### src/stage_fifo.sv
`default_nettype none

module stage_fifo #(
	parameter type payload_t = logic,
	parameter int depth = 4
) (
	input  wire           clock,
	input  wire           arst_n,

	input  wire           in_valid,
	output logic          in_ready,
	input  wire payload_t in_data,

	output logic          out_valid,
	input  wire           out_ready,
	output payload_t      out_data
);

	payload_t mem [depth];

	logic [$clog2(depth)-1:0]   wr_ptr;
	logic [$clog2(depth)-1:0]   rd_ptr;
	logic [$clog2(depth+1)-1:0] count;

	logic push;
	logic pop;

	assign in_ready = (count != depth);
	assign out_valid = (count != 0);
	assign out_data = mem[rd_ptr];

	assign push = in_valid && in_ready;
	assign pop = out_valid && out_ready;

	always_ff @(posedge clock or negedge arst_n) begin
		if (!arst_n) begin
			wr_ptr <= '0;
			rd_ptr <= '0;
			count <= '0;
		end else begin
			if (push) begin
				wr_ptr <= (wr_ptr == depth - 1) ? '0 : wr_ptr + 1'b1;
			end
			if (pop) begin
				rd_ptr <= (rd_ptr == depth - 1) ? '0 : rd_ptr + 1'b1;
			end
			// simultaneous push and pop leaves the count alone
			if (push && !pop) begin
				count <= count + 1'b1;
			end else if (pop && !push) begin
				count <= count - 1'b1;
			end
		end
	end

	always_ff @(posedge clock) begin
		if (push) begin
			mem[wr_ptr] <= in_data;
		end
	end

	// the pointers meet only when the buffer is empty or full
	a_ptr_meet: assert property (@(posedge clock) disable iff (!arst_n)
		(wr_ptr == rd_ptr) == (count == 0 || count == depth));

	// the head item must not change under a stalled consumer
	a_out_stable: assert property (@(posedge clock) disable iff (!arst_n)
		out_valid && !out_ready |=> out_valid && $stable(out_data));

endmodule

`default_nettype wire

### config.mk
export PLATFORM = sky130hd
export DESIGN_NAME = stage_fifo
export DESIGN_NICKNAME = d
export VERILOG_FILES = /design/src/stage_fifo.sv
export SDC_FILE = /design/constraint.sdc
export NUM_CORES = 1
export LEC_CHECK = 0
export BUFFER_PORTS_ARGS = -buffer_cell sky130_fd_sc_hd__buf_2
export CAP_MARGIN = 20
export CORE_AREA = 2 2 39 41
export CTS_CLUSTER_SIZE = 24
export DETAILED_ROUTE_END_ITERATION = 8
export DIE_AREA = 0 0 41 43
export HOLD_SLACK_MARGIN = 0.05
export SETUP_SLACK_MARGIN = 0.4
export SYNTH_ARGS = -nofsm -noshare
export SYNTH_HDL_FRONTEND = slang
export SYNTH_SLANG_ARGS = --single-unit
### constraint.sdc
create_clock -name clock -period 2.4 [get_ports clock]
set_input_delay 0.6 -clock clock [delete_from_list [all_inputs] [get_ports clock]]
set_output_delay 0.6 -clock clock [all_outputs]
set_load 0.005 [all_outputs]
# [After elaboration in Yosys (flattened, before gate mapping)]
# Memories as Yosys holds them, arrays and structs flattened.
# Cells that the tools add are included.
[totals] ramBits=4 out_inout_bits=3 memories=1 word_cells=25 ff_bits=7
[classes] add_sub_neg=4 n_reduce_logical=8 eq_ne=3 n_mux=6
[memory_table] memory="mem" words=4 word_bits=1 rd=1 rd_ports_with_merged_regs=0 wr=1 line_no="19" text="payload_t mem [depth];"
[op_table] cell="3-bit 2-to-1 mux" count=2
[op_table] cell="2-bit by 1-bit adder with 2-bit output (second input constant)" count=2
[op_table] cell="2-bit equality test (second input constant)" count=2
[op_table] cell="1-bit logical AND" count=4
[op_table] cell="2-bit 2-to-1 mux" count=2
[op_table] cell="3-bit by 1-bit adder with 3-bit output (second input constant)" count=1
[op_table] cell="3-bit != test (second input constant)" count=1
[op_table] cell="3-bit nonzero test" count=1
[op_table] cell="3-bit by 1-bit subtractor with 3-bit output (second input constant)" count=1
[op_table] cell="1-bit logical NOT" count=2
[op_table] cell="1-bit 2-to-1 mux" count=2
[op_table] cell="2-bit nonzero test" count=1

# [Longest topological paths before layout]
[depth] ltp_word=6 depth_mapped=8 ltp_nobuf=8

# [Least setup slack after synthesis]
# Ideal clock, no wire load.
[synth_timing] path_type="register -> register" startpoint="register count[1]" endpoint="register count[2]" stages_incl_launch_ff=9 slack_ns=0.458 required_ns=2.321 arrival_ns=1.863 path_buffers=0 setup_ns=0.079 path_cell_list="dfrtp_1 > or3_4 > nand2_4 > ha_1 > inv_1 > fa_1 > xor2_1 > nor2_1 > xor2_1"
[synth_between] elab_chain_len=5
[synth_lines] element="start, declared" line_no="23" text="logic [$clog2(depth+1)-1:0] count;"
[synth_lines] element="start signal, assigned" line_no="49" text="count <= count + 1'b1;"
[synth_lines] element="start signal, assigned" line_no="51" text="count <= count - 1'b1;"
[synth_lines] element="3-bit nonzero test *" line_no="29" text="assign out_valid = (count != 0);"
[synth_lines] element="via out_valid" line_no="14" text="output logic out_valid,"
[synth_lines] element="1-bit logical AND *" line_no="33" text="assign pop = out_valid && out_ready;"
[synth_lines] element="1-bit logical NOT" line_no="48" text="if (push && !pop) begin"
[synth_lines] element="1-bit logical AND" line_no="48"
[synth_lines] element="3-bit 2-to-1 mux or 2-bit nonzero test (tied branches)"
# The timed path passes the listed nets; every way through them passes the cells marked *. The select of a mux whose other input is x is not followed.
# A chain may end at the register's enable or synchronous reset.

# [Worst setup path after layout]
[layout_timing] startpoint="register rd_ptr[0]" endpoint="output out_data"
[layout_between] elab_chain_len=1
[layout_lines] element="start, declared" line_no="22" text="logic [$clog2(depth)-1:0] rd_ptr;"
[layout_lines] element="start signal, assigned" line_no="45" text="rd_ptr <= (rd_ptr == depth - 1) ? '0 : rd_ptr + 1'b1;"
[layout_lines] element="memory 4 x 1 bit"
[layout_lines] element="end, declared" line_no="16" text="output payload_t out_data"
# Every way passes these cells.

==> flow_metrics.env <==
export IMPL_fin_crit_ns=1.92
export IMPL_clock_path_buffers=2
export IMPL_path_delay_family="multiplexers"
export IMPL_die_h_um=43
export IMPL_synth_cell_types=16
export IMPL_tritoncts_num_buffers=3
export IMPL_worstSetupPathType="reg -> out"
export IMPL_antenna_cells=0
export IMPL_yosys_area_share_simple_pct=11.2
export IMPL_tightest_slew_ns=0.265
export IMPL_gr_total_overflow=0
export IMPL_place_inst=65
export IMPL_clkLatencyLatePin_ns=0.27
export IMPL_grt_use_total_pct=12.8
export IMPL_nets=69
export IMPL_muxShareOfSynthArea_pct=14.6
export IMPL_core_area_um2=1380
export IMPL_syn_area_um2=592
export IMPL_synthXorXnorAreaFrac_pct=4.44
export IMPL_fin_util_pct=52.0
export IMPL_synth_top_cells_by_area="dfrtp_1 30%, edfxtp_1 20%, ha_1 13%, mux2_2 5.7%, mux2_4 5.1%"
export IMPL_synth_top_area_share_pct=29.6
export IMPL_power_frac_comb_pct=46.8
export IMPL_io_buffer_count=7
export IMPL_final_setup_tns_ns=0
export IMPL_p_seq_share_pct=39.0
export IMPL_tritoncts="yes"
export IMPL_crit_arrival_ns=1.32
export IMPL_rsz0062_at_grt="no"
export IMPL_p_leak_nw=0.326
export IMPL_fin_area_um2=719
export IMPL_path_clk_slew_ns=0.07
export IMPL_critPathLaunchType="flip-flop"
export IMPL_ant_nets=0
export IMPL_stdcell_count=72
export IMPL_start_util_pct=42.8
export IMPL_p_clk_share_pct=14.3
export IMPL_die_area_um2=1760
export IMPL_ctsHoldBuffers=0
export IMPL_area_growth_syn_to_layout_pct=21.6
export IMPL_post_place_ws_ns=0.277
export IMPL_wire_per_inst_um=12.0
export IMPL_p_sw_mw=0.310
export IMPL_syn_nets=54
export IMPL_fmax_mhz=520
export IMPL_drv_cap=0
export IMPL_most_common_layout_cells="7 x dfrtp_1, 7 x buf_2, 5 x ha_1"
export IMPL_skew_ns=0.00103
export IMPL_grt_max_degree=8
export IMPL_yosys_area_top_type="dfrtp_1"
export IMPL_min_path_type="in -> async"
export IMPL_irDropWorstVdd_mv=0.553
export IMPL_fin_ws_ns=0.476
export IMPL_switching_share_pct=34.7
export IMPL_vias=342
export IMPL_final_max_slew_violation_count=0
export IMPL_hold_viol_final=0
export IMPL_internal_power_mw=0.585
export IMPL_path_buf_inv=1
export IMPL_rows=14
export IMPL_synth_fa_ha_area_share_pct=16.1
export IMPL_status="finished clean"
export IMPL_cts_sinks=11
export IMPL_min_period_over_period_pct=80.2
export IMPL_crit_fanout=4
export IMPL_critPathSlowestCell="mux4_2"
export IMPL_die_w_um=41
export IMPL_slowest_delay_ns=0.50
export IMPL_grt_pass1_wl_um=1400
export IMPL_drc=0
export IMPL_synth_top_family_by_area="adder cells"
export IMPL_dp_hpwl_um=651
export IMPL_antenna_found_initial=0
export IMPL_cts_root_buf="clkbuf_4"
export IMPL_vias_per_cell=4.75
export IMPL_powerDensity_nw_per_um2=1240
export IMPL_io_pins=8
export IMPL_wl_um=866
export IMPL_seq_area_frac_synth_pct=49.9
export IMPL_crit_path_end_kind="output pin"
export IMPL_required_ns=1.80
export IMPL_cts_htree_levels=1
export IMPL_grt_pass1_vias=335
export IMPL_yosys_warnings=0
export IMPL_syn_avg_cell_area_um2=14.1
export IMPL_synth_compound_area_share_pct=1.90
export IMPL_place_area_um2=647
export IMPL_drtIter0Drc=1
export IMPL_first_pass_iters=2
export IMPL_place_gp_congestion=0.741
export IMPL_critical_path_cell_chain="mux4_2, buf_2"
export IMPL_max_slew_margin_pct=82.3
export IMPL_drive_above_1_share_pct=44.6
export IMPL_setup_viol=0
export IMPL_netlist_instances=42
export IMPL_ys_seq_elements=11
[cells in the mapped netlist (all sizes together)]
cell and instances:
edfxtp 4, xnor2 1, dfrtp 7, inv 3, ha 6, mux4 1, nand2 2, or3 1
fa 1, and2 4, xor2 2, nor2 4, a21boi 1, mux2 5
[cells by family after synthesis]
logic type | after synthesis
AOI/OAI and AO/OA | 1
xor gates and xnor gates | 3
adders and majority gates | 7
buffers and inverters | 3
DFF | 11
muxes | 6
and+or+nand+nor | 11
[timing repair]
action | in CTS | in global routing
setup buffers | 2 | 1
endpoints found under the hold margin | 0 | 0
pin swaps | 1 | 3
resized for setup | 2 | 2
endpoints found under the setup margin | 2 | 1
[final timing paths]
check | start | endpoint | slack, ns | cells after the start
min in group clock | in_data | mem[0] | 0.54 | 1
hold / removal | arst_n | count[0] | 0.15 | 1
setup reg to reg | count[2] | count[2] | 0.51 | 8
hold reg to reg | wr_ptr[1] | wr_ptr[1] | 0.58 | 1
setup / recovery | rd_ptr[0] | out_data | 0.48 | 2
max in group asynchronous | arst_n | count[2] | 2.10 | 1
[power groups by stage]
stage	Clock, mW	Sequential (mW)	Combinational (mW)
4_1_cts	0.131	0.346	0.408
3_5_place_dp	0	0.361	0.352
3_3_place_gp	0	0.350	0.324
2_1_floorplan	0	0.341	0.277
6_report	0.128	0.349	0.419
5_1_grt	0.141	0.359	0.474
[registers in the layout (all words and copies together), names as in the netlist]
| signal | cells |
|---|---|
| wr_ptr | 2 |
| rd_ptr | 2 |
| count | 3 |
| mem | 4 |
[metal layers]
metal  global-route usage [%]  vias to the layer above  wire length (um)
li1                         -                      171                 -
met1                     13.1                      161               330
met2                     19.7                        7               477
met3                     6.28                        3                41
met4                     8.00                        0                17
met5                        0                        -                 0
[worst reg2reg max path, delay by kind of cell, from the launching register on]
family | cells | cell delay, ns
flip-flops | 1 | 0.45
AND/OR/NAND/NOR | 3 | 0.57
buffers and inverters | 1 | 0.05
adder cells (fa/ha/maj) | 2 | 0.47
XOR/XNOR | 2 | 0.30
[cell type report]
class	count	area, um^2
Timing Repair Buffer	10	57.6
Inverter	3	11.3
Clock buffer	3	22.5
Sequential cell	11	295
Fill cell	108	664
Tap cell	16	20.0
Multi-Input combinational cell	28	308
Clock inverter	1	5.00
[per-stage QoR]
step	power, mW	hold slack, ns
detailed placement	0.714	0.443
global route	0.974	0.141
floorplan	0.618	0.304
global placement	0.674	0.439
CTS	0.884	0.148
finish	0.895	0.147
No activity file was read; power rests on OpenSTA's default activity.
