### config.mk
export PLATFORM = sky130hd
export DESIGN_NAME = lsu
export DESIGN_NICKNAME = d
export VERILOG_FILES = /design/src/mem_stage_pkg.sv /design/src/lsu.sv
export SDC_FILE = /design/constraint.sdc
export NUM_CORES = 1
export LEC_CHECK = 0
export BUFFER_PORTS_ARGS = -buffer_cell sky130_fd_sc_hd__buf_2
export CORE_MARGIN = 5
export CORE_UTILIZATION = 30
export CTS_BUF_LIST = sky130_fd_sc_hd__clkbuf_4 sky130_fd_sc_hd__clkbuf_8
export DETAILED_ROUTE_END_ITERATION = 6
export GPL_TIMING_DRIVEN = 0
export SLEW_MARGIN = 15
export SYNTH_ARGS = -nofsm -noshare
export SYNTH_HDL_FRONTEND = slang
export SYNTH_SLANG_ARGS = --single-unit
### constraint.sdc
create_clock -name clock -period 9.76 [get_ports clock]
set_input_delay 0.488 -clock clock [delete_from_list [all_inputs] [get_ports clock]]
set_output_delay 0.488 -clock clock [all_outputs]
set_load 0.05 [all_outputs]
### src/mem_stage_pkg.sv
`default_nettype none

package mem_stage_pkg;

	localparam int addr_w = 32;
	localparam int reg_w = 5;

	// 256 words covers byte addresses 0 to 1023
	localparam int mem_words = 256;
	localparam int fifo_depth = 4;

	// load and store width codes as they appear in funct3
	localparam logic [2:0] f3_b = 3'b000;
	localparam logic [2:0] f3_h = 3'b001;
	localparam logic [2:0] f3_w = 3'b010;
	localparam logic [2:0] f3_bu = 3'b100;
	localparam logic [2:0] f3_hu = 3'b101;

	localparam logic [1:0] resp_okay = 2'b00;
	localparam logic [1:0] resp_slverr = 2'b10;

	typedef struct packed {
		logic [addr_w-1:0] pc;
		// address for loads and stores, plain result otherwise
		logic [addr_w-1:0] alu_val;
		logic [addr_w-1:0] store_data;
		logic [2:0]        funct3;
		logic              is_load;
		logic              is_store;
		logic              is_jal;
		logic [reg_w-1:0]  rd;
	} mem_req_t;

	typedef struct packed {
		logic [addr_w-1:0] pc;
		logic [reg_w-1:0]  rd;
		logic [addr_w-1:0] value;
		logic              fault;
	} wb_res_t;

endpackage

`default_nettype wire

### src/lsu.sv
`default_nettype none

module lsu (
	input  wire                                clock,
	input  wire                                arst_n,

	input  wire                                req_valid,
	output logic                               req_ready,
	input  wire mem_stage_pkg::mem_req_t       req_data,

	output logic                               res_valid,
	input  wire                                res_ready,
	output mem_stage_pkg::wb_res_t             res_data,

	output logic [mem_stage_pkg::addr_w-1:0]   araddr,
	output logic                               arvalid,
	input  wire                                arready,
	input  wire [mem_stage_pkg::addr_w-1:0]    rdata,
	input  wire [1:0]                          rresp,
	input  wire                                rvalid,
	output logic                               rready,

	output logic [mem_stage_pkg::addr_w-1:0]   awaddr,
	output logic                               awvalid,
	input  wire                                awready,
	output logic [mem_stage_pkg::addr_w-1:0]   wdata,
	output logic [mem_stage_pkg::addr_w/8-1:0] wstrb,
	output logic                               wvalid,
	input  wire                                wready,
	input  wire [1:0]                          bresp,
	input  wire                                bvalid,
	output logic                               bready
);

	import mem_stage_pkg::*;

	typedef enum logic [1:0] {
		st_idle,
		st_read,
		st_write,
		st_done
	} state_t;

	state_t   state;
	mem_req_t req_q;

	logic [addr_w-1:0]   res_value;
	logic                res_fault;
	logic [addr_w/8-1:0] strb_base;
	logic [addr_w-1:0]   load_shift;
	logic [addr_w-1:0]   load_val;
	logic                accept;

	// idle also means the last result has already been handed on
	assign req_ready = (state == st_idle);
	assign accept = req_valid && req_ready;

	assign res_valid = (state == st_done);
	assign res_data = '{pc: req_q.pc, rd: req_q.rd, value: res_value, fault: res_fault};

	assign rready = (state == st_read);
	assign bready = (state == st_write);

	assign araddr = req_q.alu_val;
	assign awaddr = req_q.alu_val;

	always_comb begin
		case (req_q.funct3[1:0])
			2'b00: strb_base = 4'h1;
			2'b01: strb_base = 4'h3;
			default: strb_base = 4'hf;
		endcase
	end

	// move the store bytes onto the lanes picked by the low address bits
	assign wstrb = strb_base << req_q.alu_val[1:0];
	assign wdata = req_q.store_data << {req_q.alu_val[1:0], 3'b000};

	always_comb begin
		load_shift = rdata >> {req_q.alu_val[1:0], 3'b000};
		case (req_q.funct3)
			f3_b: load_val = {{(addr_w-8){load_shift[7]}}, load_shift[7:0]};
			f3_h: load_val = {{(addr_w-16){load_shift[15]}}, load_shift[15:0]};
			f3_w: load_val = load_shift;
			f3_bu: load_val = {{(addr_w-8){1'b0}}, load_shift[7:0]};
			f3_hu: load_val = {{(addr_w-16){1'b0}}, load_shift[15:0]};
			default: load_val = load_shift;
		endcase
	end

	always_ff @(posedge clock or negedge arst_n) begin
		if (!arst_n) begin
			state <= st_idle;
			arvalid <= 1'b0;
			awvalid <= 1'b0;
			wvalid <= 1'b0;
		end else begin
			case (state)
				st_idle: begin
					if (accept) begin
						if (req_data.is_load) begin
							state <= st_read;
							arvalid <= 1'b1;
						end else if (req_data.is_store) begin
							state <= st_write;
							awvalid <= 1'b1;
							wvalid <= 1'b1;
						end else begin
							state <= st_done;
						end
					end
				end
				st_read: begin
					if (arvalid && arready) begin
						arvalid <= 1'b0;
					end
					if (rvalid && rready) begin
						state <= st_done;
					end
				end
				st_write: begin
					// address and data may be taken on different cycles
					if (awvalid && awready) begin
						awvalid <= 1'b0;
					end
					if (wvalid && wready) begin
						wvalid <= 1'b0;
					end
					if (bvalid && bready) begin
						state <= st_done;
					end
				end
				st_done: begin
					if (res_ready) begin
						state <= st_idle;
					end
				end
				default: state <= st_idle;
			endcase
		end
	end

	always_ff @(posedge clock) begin
		if (accept) begin
			req_q <= req_data;
			res_value <= req_data.is_jal ? req_data.pc + addr_w'(4) : req_data.alu_val;
			res_fault <= 1'b0;
		end else if (rvalid && rready) begin
			res_value <= load_val;
			res_fault <= (rresp != resp_okay);
		end else if (bvalid && bready) begin
			res_fault <= (bresp != resp_okay);
		end
	end

	// upstream must not hand over misaligned accesses, there is no trap for them
	a_half_aligned: assert property (@(posedge clock) disable iff (!arst_n)
		accept && (req_data.is_load || req_data.is_store) &&
		req_data.funct3[1:0] == f3_h[1:0] |-> req_data.alu_val[0] == 1'b0);

	a_word_aligned: assert property (@(posedge clock) disable iff (!arst_n)
		accept && (req_data.is_load || req_data.is_store) &&
		req_data.funct3[1:0] == f3_w[1:0] |-> req_data.alu_val[1:0] == 2'b00);

	a_one_kind: assert property (@(posedge clock) disable iff (!arst_n)
		req_valid |-> !(req_data.is_load && req_data.is_store));

endmodule

`default_nettype wire

== Word level (Yosys, flattened, before mapping) ==
Cells that the tools add are included.

* Divide/modulo/power cells: 0
* Bitwise operators: 0
* Multiply operators: 0
* Muxes and demuxes: 25
* $lt $le $gt $ge: 0
* Equality and inequality tests: 17
* Shift operators: 3
* Add/sub/neg operators: 1
* Reduce and logical (&&, ||, !) cells: 19

{| class="wikitable"
|+ Operator list
! kind !! count
|-
| 32-bit case mux with 4 select lines || 1
|-
| 32-bit two-way mux || 3
|-
| 32-bit by 3-bit adder with 32-bit output, second input constant || 1
|-
| 32-bit by 5-bit left shift with 32-bit output || 1
|-
| 32-bit by 5-bit >> shifter with 32-bit output || 1
|-
| 2-bit by 1-bit inequality test with 1-bit output, second input constant || 9
|-
| 2-bit nonzero test || 6
|-
| 1-bit two-way mux || 11
|-
| 2-bit two-way mux || 5
|-
| 5-bit AND reduction || 2
|-
| 2-bit case mux with 4 select lines || 1
|-
| 4-bit case mux with 2 select lines || 1
|-
| 4-bit AND reduction || 2
|-
| 3-bit == test, second input constant || 2
|-
| 1-bit logical AND || 6
|-
| 1-bit case mux with 2 select lines || 3
|-
| 2-bit by 1-bit == test with 1-bit output, second input constant || 2
|-
| 2-bit == test, second input constant || 2
|-
| 2-bit zero test || 2
|-
| 4-bit by 2-bit left shift with 4-bit output || 1
|-
| 3-bit by 1-bit == test with 1-bit output, second input constant || 1
|-
| 3-bit zero test || 1
|-
| 2-bit inequality test, second input constant || 1
|}

* Flip-flop bits (word level): 142
* Memories: 0
* Output and inout bits: 177
* Bits in latches: 0
* Bits in read-only memories: 0
* Bits in writable memories: 0
* Bits of input ports: 152

== Depth between registers and ports, before layout ==
* Depth after elaboration: 4
* Mapped depth: 9
* Gate-level depth less buffers: 7

== Worst setup path before layout ==
OpenSTA, ideal clock, no wires.

* Path type: reg2reg
* Start: register state[0]
* End: register res_value[30] (data pin)
* Buffers on the path: 2
* Clock period less this slack: 5.528 ns
* Arrival: 5.253 ns
* Setup slack: 4.232 ns
* Cell stages (with the launch flop): 10
* Cells stage by stage: dfrtp_1 inv_1 ha_1 nand2_1 inv_1 clkbuf_1 nand2b_1 clkbuf_1 o22ai_1 a21oi_1

* Longest elaborated chain between the ends: 3

{| class="wikitable"
|+ RTL lines
! what !! line !! source
|-
| start, declared || lsu.sv:44 || <nowiki>state_t state;</nowiki>
|-
| start signal, assigned || lsu.sv:93 || <nowiki>state <= st_idle;</nowiki>
|-
| start signal, assigned || lsu.sv:102 || <nowiki>state <= st_read;</nowiki>
|-
| start signal, assigned || lsu.sv:105 || <nowiki>state <= st_write;</nowiki>
|-
| 2-bit zero test || lsu.sv:55 || <nowiki>assign req_ready = (state == st_idle);</nowiki>
|-
| named net req_ready || lsu.sv:8 || <nowiki>output logic req_ready,</nowiki>
|-
| 1-bit logical AND || lsu.sv:56 || <nowiki>assign accept = req_valid && req_ready;</nowiki>
|-
| named net accept || lsu.sv:52 || <nowiki>logic accept;</nowiki>
|-
| 32-bit two-way mux || lsu.sv:144 || <nowiki>if (accept) begin</nowiki>
|-
| end signal, assigned || lsu.sv:146 || <nowiki>res_value <= req_data.is_jal ? req_data.pc + addr_w'(4) : req_data.alu_val;</nowiki>
|-
| end signal, assigned || lsu.sv:149 || <nowiki>res_value <= load_val;</nowiki>
|-
| end, declared || lsu.sv:47 || <nowiki>logic [addr_w-1:0] res_value;</nowiki>
|}

The timed path passes the listed nets, and every way through them passes these cells.
A chain may end at the register's enable or synchronous reset.

== Final worst setup path ==
* Start: register req_q, in the netlist araddr[1]
* End: output wdata[12] (netlist bit)

* Longest elaborated chain between the ends: 1

{| class="wikitable"
|+ RTL lines
! what !! line !! source
|-
| start, declared || lsu.sv:45 || <nowiki>mem_req_t req_q;</nowiki>
|-
| start signal, assigned || lsu.sv:145 || <nowiki>req_q <= req_data;</nowiki>
|-
| 32-bit by 5-bit left shift with 32-bit output || lsu.sv:77 || <nowiki>assign wdata = req_q.store_data << {req_q.alu_val[1:0], 3'b000};</nowiki>
|-
| end, declared || lsu.sv:26 || <nowiki>output logic [mem_stage_pkg::addr_w-1:0] wdata,</nowiki>
|}

No other way between the ends.

==> results.json <==
{
  "wl_per_cell_um": 19.7,
  "ir_worst_vdd_v": 0.000157,
  "postRouteAntennaNets": 0,
  "status": "complete, no violations",
  "fin_skew_ps": 8.59,
  "worst_slack_ps": 6310,
  "ctsResizeCount": 0,
  "slowest_stage": "buf_1",
  "final_hold_viol_count": 0,
  "synth_cells": 658,
  "antenna_found_initial": 10,
  "syn_area_per_cell_um2": 11.7,
  "first_iter_violations": 457,
  "grtUsageTotal_pct": 17.9,
  "critPathArrivalTime_ps": 2960,
  "grt_overflow": 0,
  "post-route-min-period_ps": 3450,
  "synth-seq-area-share_pct": 55.1,
  "cts.root.buffer_cell": "clkbuf_8",
  "worstReg2RegStart": "state[0]$_DFFE_PN0P_",
  "nNetsFinal": 1166,
  "required_ps": 9270,
  "relSlewSlack_pct": 46.5,
  "yosysWarnings": 0,
  "top_usage_layer": "met2",
  "gp_congestion": 0.817,
  "end_kind": "output pin",
  "grt_pass1_wl_um": 38300,
  "worstMarginPinSlew_ps": 803,
  "crit_start": "araddr[1]$_DFFE_PP_",
  "crit_fanout": 10,
  "syn-num-nets": 815,
  "first_global_vias": 6363,
  "netlist_area_um2": 7680,
  "clkTransAtPathRegs_ps": 90,
  "cp-start-kind": "flop",
  "cts_buffers": 17,
  "initial_core_util_pct": 30.5,
  "grt_use_met3_pct": 6.09,
  "maxSlewViolCount": 0,
  "cts-hold-fix-buffers": 1,
  "critical_path_class": "reg2out",
  "insertion_delay_ps": 440,
  "synth-async-reset-ratio_pct": 3.52,
  "fmax_mhz": 290,
  "grt_max_degree": 52,
  "synth-main-ff-cell": "edfxtp_1",
  "finalCritPeriodShare_pct": 35.4,
  "via_count": 6299,
  "die_x_um": 170,
  "dieArea_um2": 28900,
  "finalWirelength_um": 26700,
  "max_stage_delay_ps": 530,
  "cts_sinks": 142,
  "cts_max_path_buffers": 2,
  "setup_viol": 0,
  "tns_ps": 0,
  "io_buffers": 328,
  "power.density_nw_per_um2": 245,
  "drc": 0,
  "min_from": "req_data[11]",
  "gr-usage-met1_pct": 22.1,
  "hp-class": "in2reg",
  "synthTopCellsByArea": "edfxtp_1 53%, buf_4 10%, mux2i_1 5.0%",
  "hpwl_um": 21400,
  "die_h_um": 170,
  "drive_above_1_share_pct": 49.5,
  "postCtsSetupBuffers": 0,
  "cp_cell_sequence": "buf_2 > buf_1 > clkbuf_1 > buf_1 > nor2_1 > buf_2",
  "grt_use_met2_pct": 30.5,
  "cts_tree": "done",
  "rsz0062_at_grt": "no",
  "place_ws_ps": 6680,
  "io_pins": 329,
  "p_leak_uw": 0.00441,
  "row_count": 58,
  "ctsHtreeMaxLevel": 4,
  "synth-seq-cells": 142,
  "dr.pass1.iters": 4,
  "yosysTopAreaCellShare_pct": 53.2,
  "viasPerCell": 4.65,
  "synth_cell_type_count": 52,
  "synth_edf_count": 136,
  "area_delta_synth_final_pct": 33.5,
  "core_um2": 25200,
  "yosys.area.top_type": "edfxtp_1",
  "cap_violations": 0
}
## state kept, by name, indices dropped and copies added, names as in the netlist
signal and cells:
res_data 37, req_q 35, araddr 32, res_value 32, state 2, arvalid 1
awvalid 1, res_fault 1, wvalid 1
## synthesized netlist by cell type (7+ instances only)
library cell,number
clkbuf_1,22
edfxtp_1,136
xor2_1,12
mux2_2,16
o211ai_1,7
a221oi_1,10
xnor2_1,12
nand4_1,7
a21oi_1,22
o21ai_0,35
nor2_1,42
inv_1,13
nor2b_1,12
mux2i_1,38
nand3_1,11
nand2_1,57
and2_1,10
a211oi_1,13
buf_4,102
## area by class of cell
| type | instances | area, um^2 |
|---|---|---|
| Fill cell | 2538 | 14900 |
| Sequential cell | 142 | 4230 |
| Multi-Input combinational cell | 368 | 2500 |
| Timing Repair Buffer | 332 | 1730 |
| Buffer | 135 | 900 |
| Tap cell | 330 | 413 |
| Clock buffer | 20 | 256 |
| Clock inverter | 12 | 163 |
| Inverter | 13 | 48.8 |
| Antenna cell | 4 | 10.0 |
## layer usage
metal / part of all wire (%) / routed length (um)
met2: 49 / 13100
met5: 0.33 / 89
met3: 9.3 / 2480
met1: 40 / 10800
met4: 1.1 / 307
## worst max-delay path: cells and delay by family, from the launching register on
kind          cells  cell delay (ps)
buf+inv           5             1960
flops             1              430
simple gates      1              130
## through the flow
step,cells,hold WS [ps],power (uW),instance area [um^2],util [%]
finish,1356,210,2510,10300,40.7
global route,1353,157,2640,10200,40.7
CTS,1352,168,2540,10200,40.7
detailed placement,1319,308,2020,9810,39.0
global placement,1316,307,2010,9730,38.6
floorplan,658,192,1710,7680,-
## placed cells by master, fill, tap and decap left out, types with 7 or more instances in the layout
| cell type | Yosys | final |
|---|---|---|
| nor2_1 | 42 | 42 |
| o211ai_1 | 7 | 7 |
| buf_2 | 4 | 332 |
| o21ai_0 | 35 | 35 |
| nand4_1 | 7 | 7 |
| nand3_1 | 11 | 11 |
| a21oi_1 | 22 | 22 |
| nand2_1 | 57 | 56 |
| a211oi_1 | 13 | 13 |
| and2_1 | 10 | 10 |
| buf_4 | 102 | 102 |
| clkbuf_1 | 22 | 21 |
| nor2b_1 | 12 | 12 |
| mux2_2 | 16 | 16 |
| edfxtp_1 | 136 | 136 |
| clkbuf_8 | 0 | 17 |
| xnor2_1 | 12 | 12 |
| inv_1 | 13 | 13 |
| xor2_1 | 12 | 12 |
| mux2i_1 | 38 | 38 |
| a221oi_1 | 10 | 10 |
## final timing paths
check | to | slack, ps | cells after the start
min reg2reg | wvalid$_DFFE_PN0P_ | 490 | 1
max reg2reg | res_value[4]$_DFFE_PP_ | 6730 | 7
min | req_q[11]$_DFFE_PP_ | 210 | 1
min in group asynchronous | wvalid$_DFFE_PN0P_ | 370 | 2
max | wdata[12] | 6310 | 6
max in group asynchronous | state[0]$_DFFE_PN0P_ | 9260 | 2
## kinds of logic after synthesis
family	share of synthesized area [%]
buffers and inverters	12.3
AND/OR/NAND/NOR	11.9
XOR/XNOR	2.74
multiplexers	7.30
flip-flops	55.1
AO/OA/AOI/OAI	9.89
adder cells (fa/ha/maj)	0.815
## report_power, final
part | internal [uW] | total (uW) | switching (uW)
sequential | 828 | 872 | 43.1
clock | 264 | 517 | 253
combinational | 306 | 1120 | 818
total | 1400 | 2510 | 1110
No activity file was read; power rests on OpenSTA's default activity.
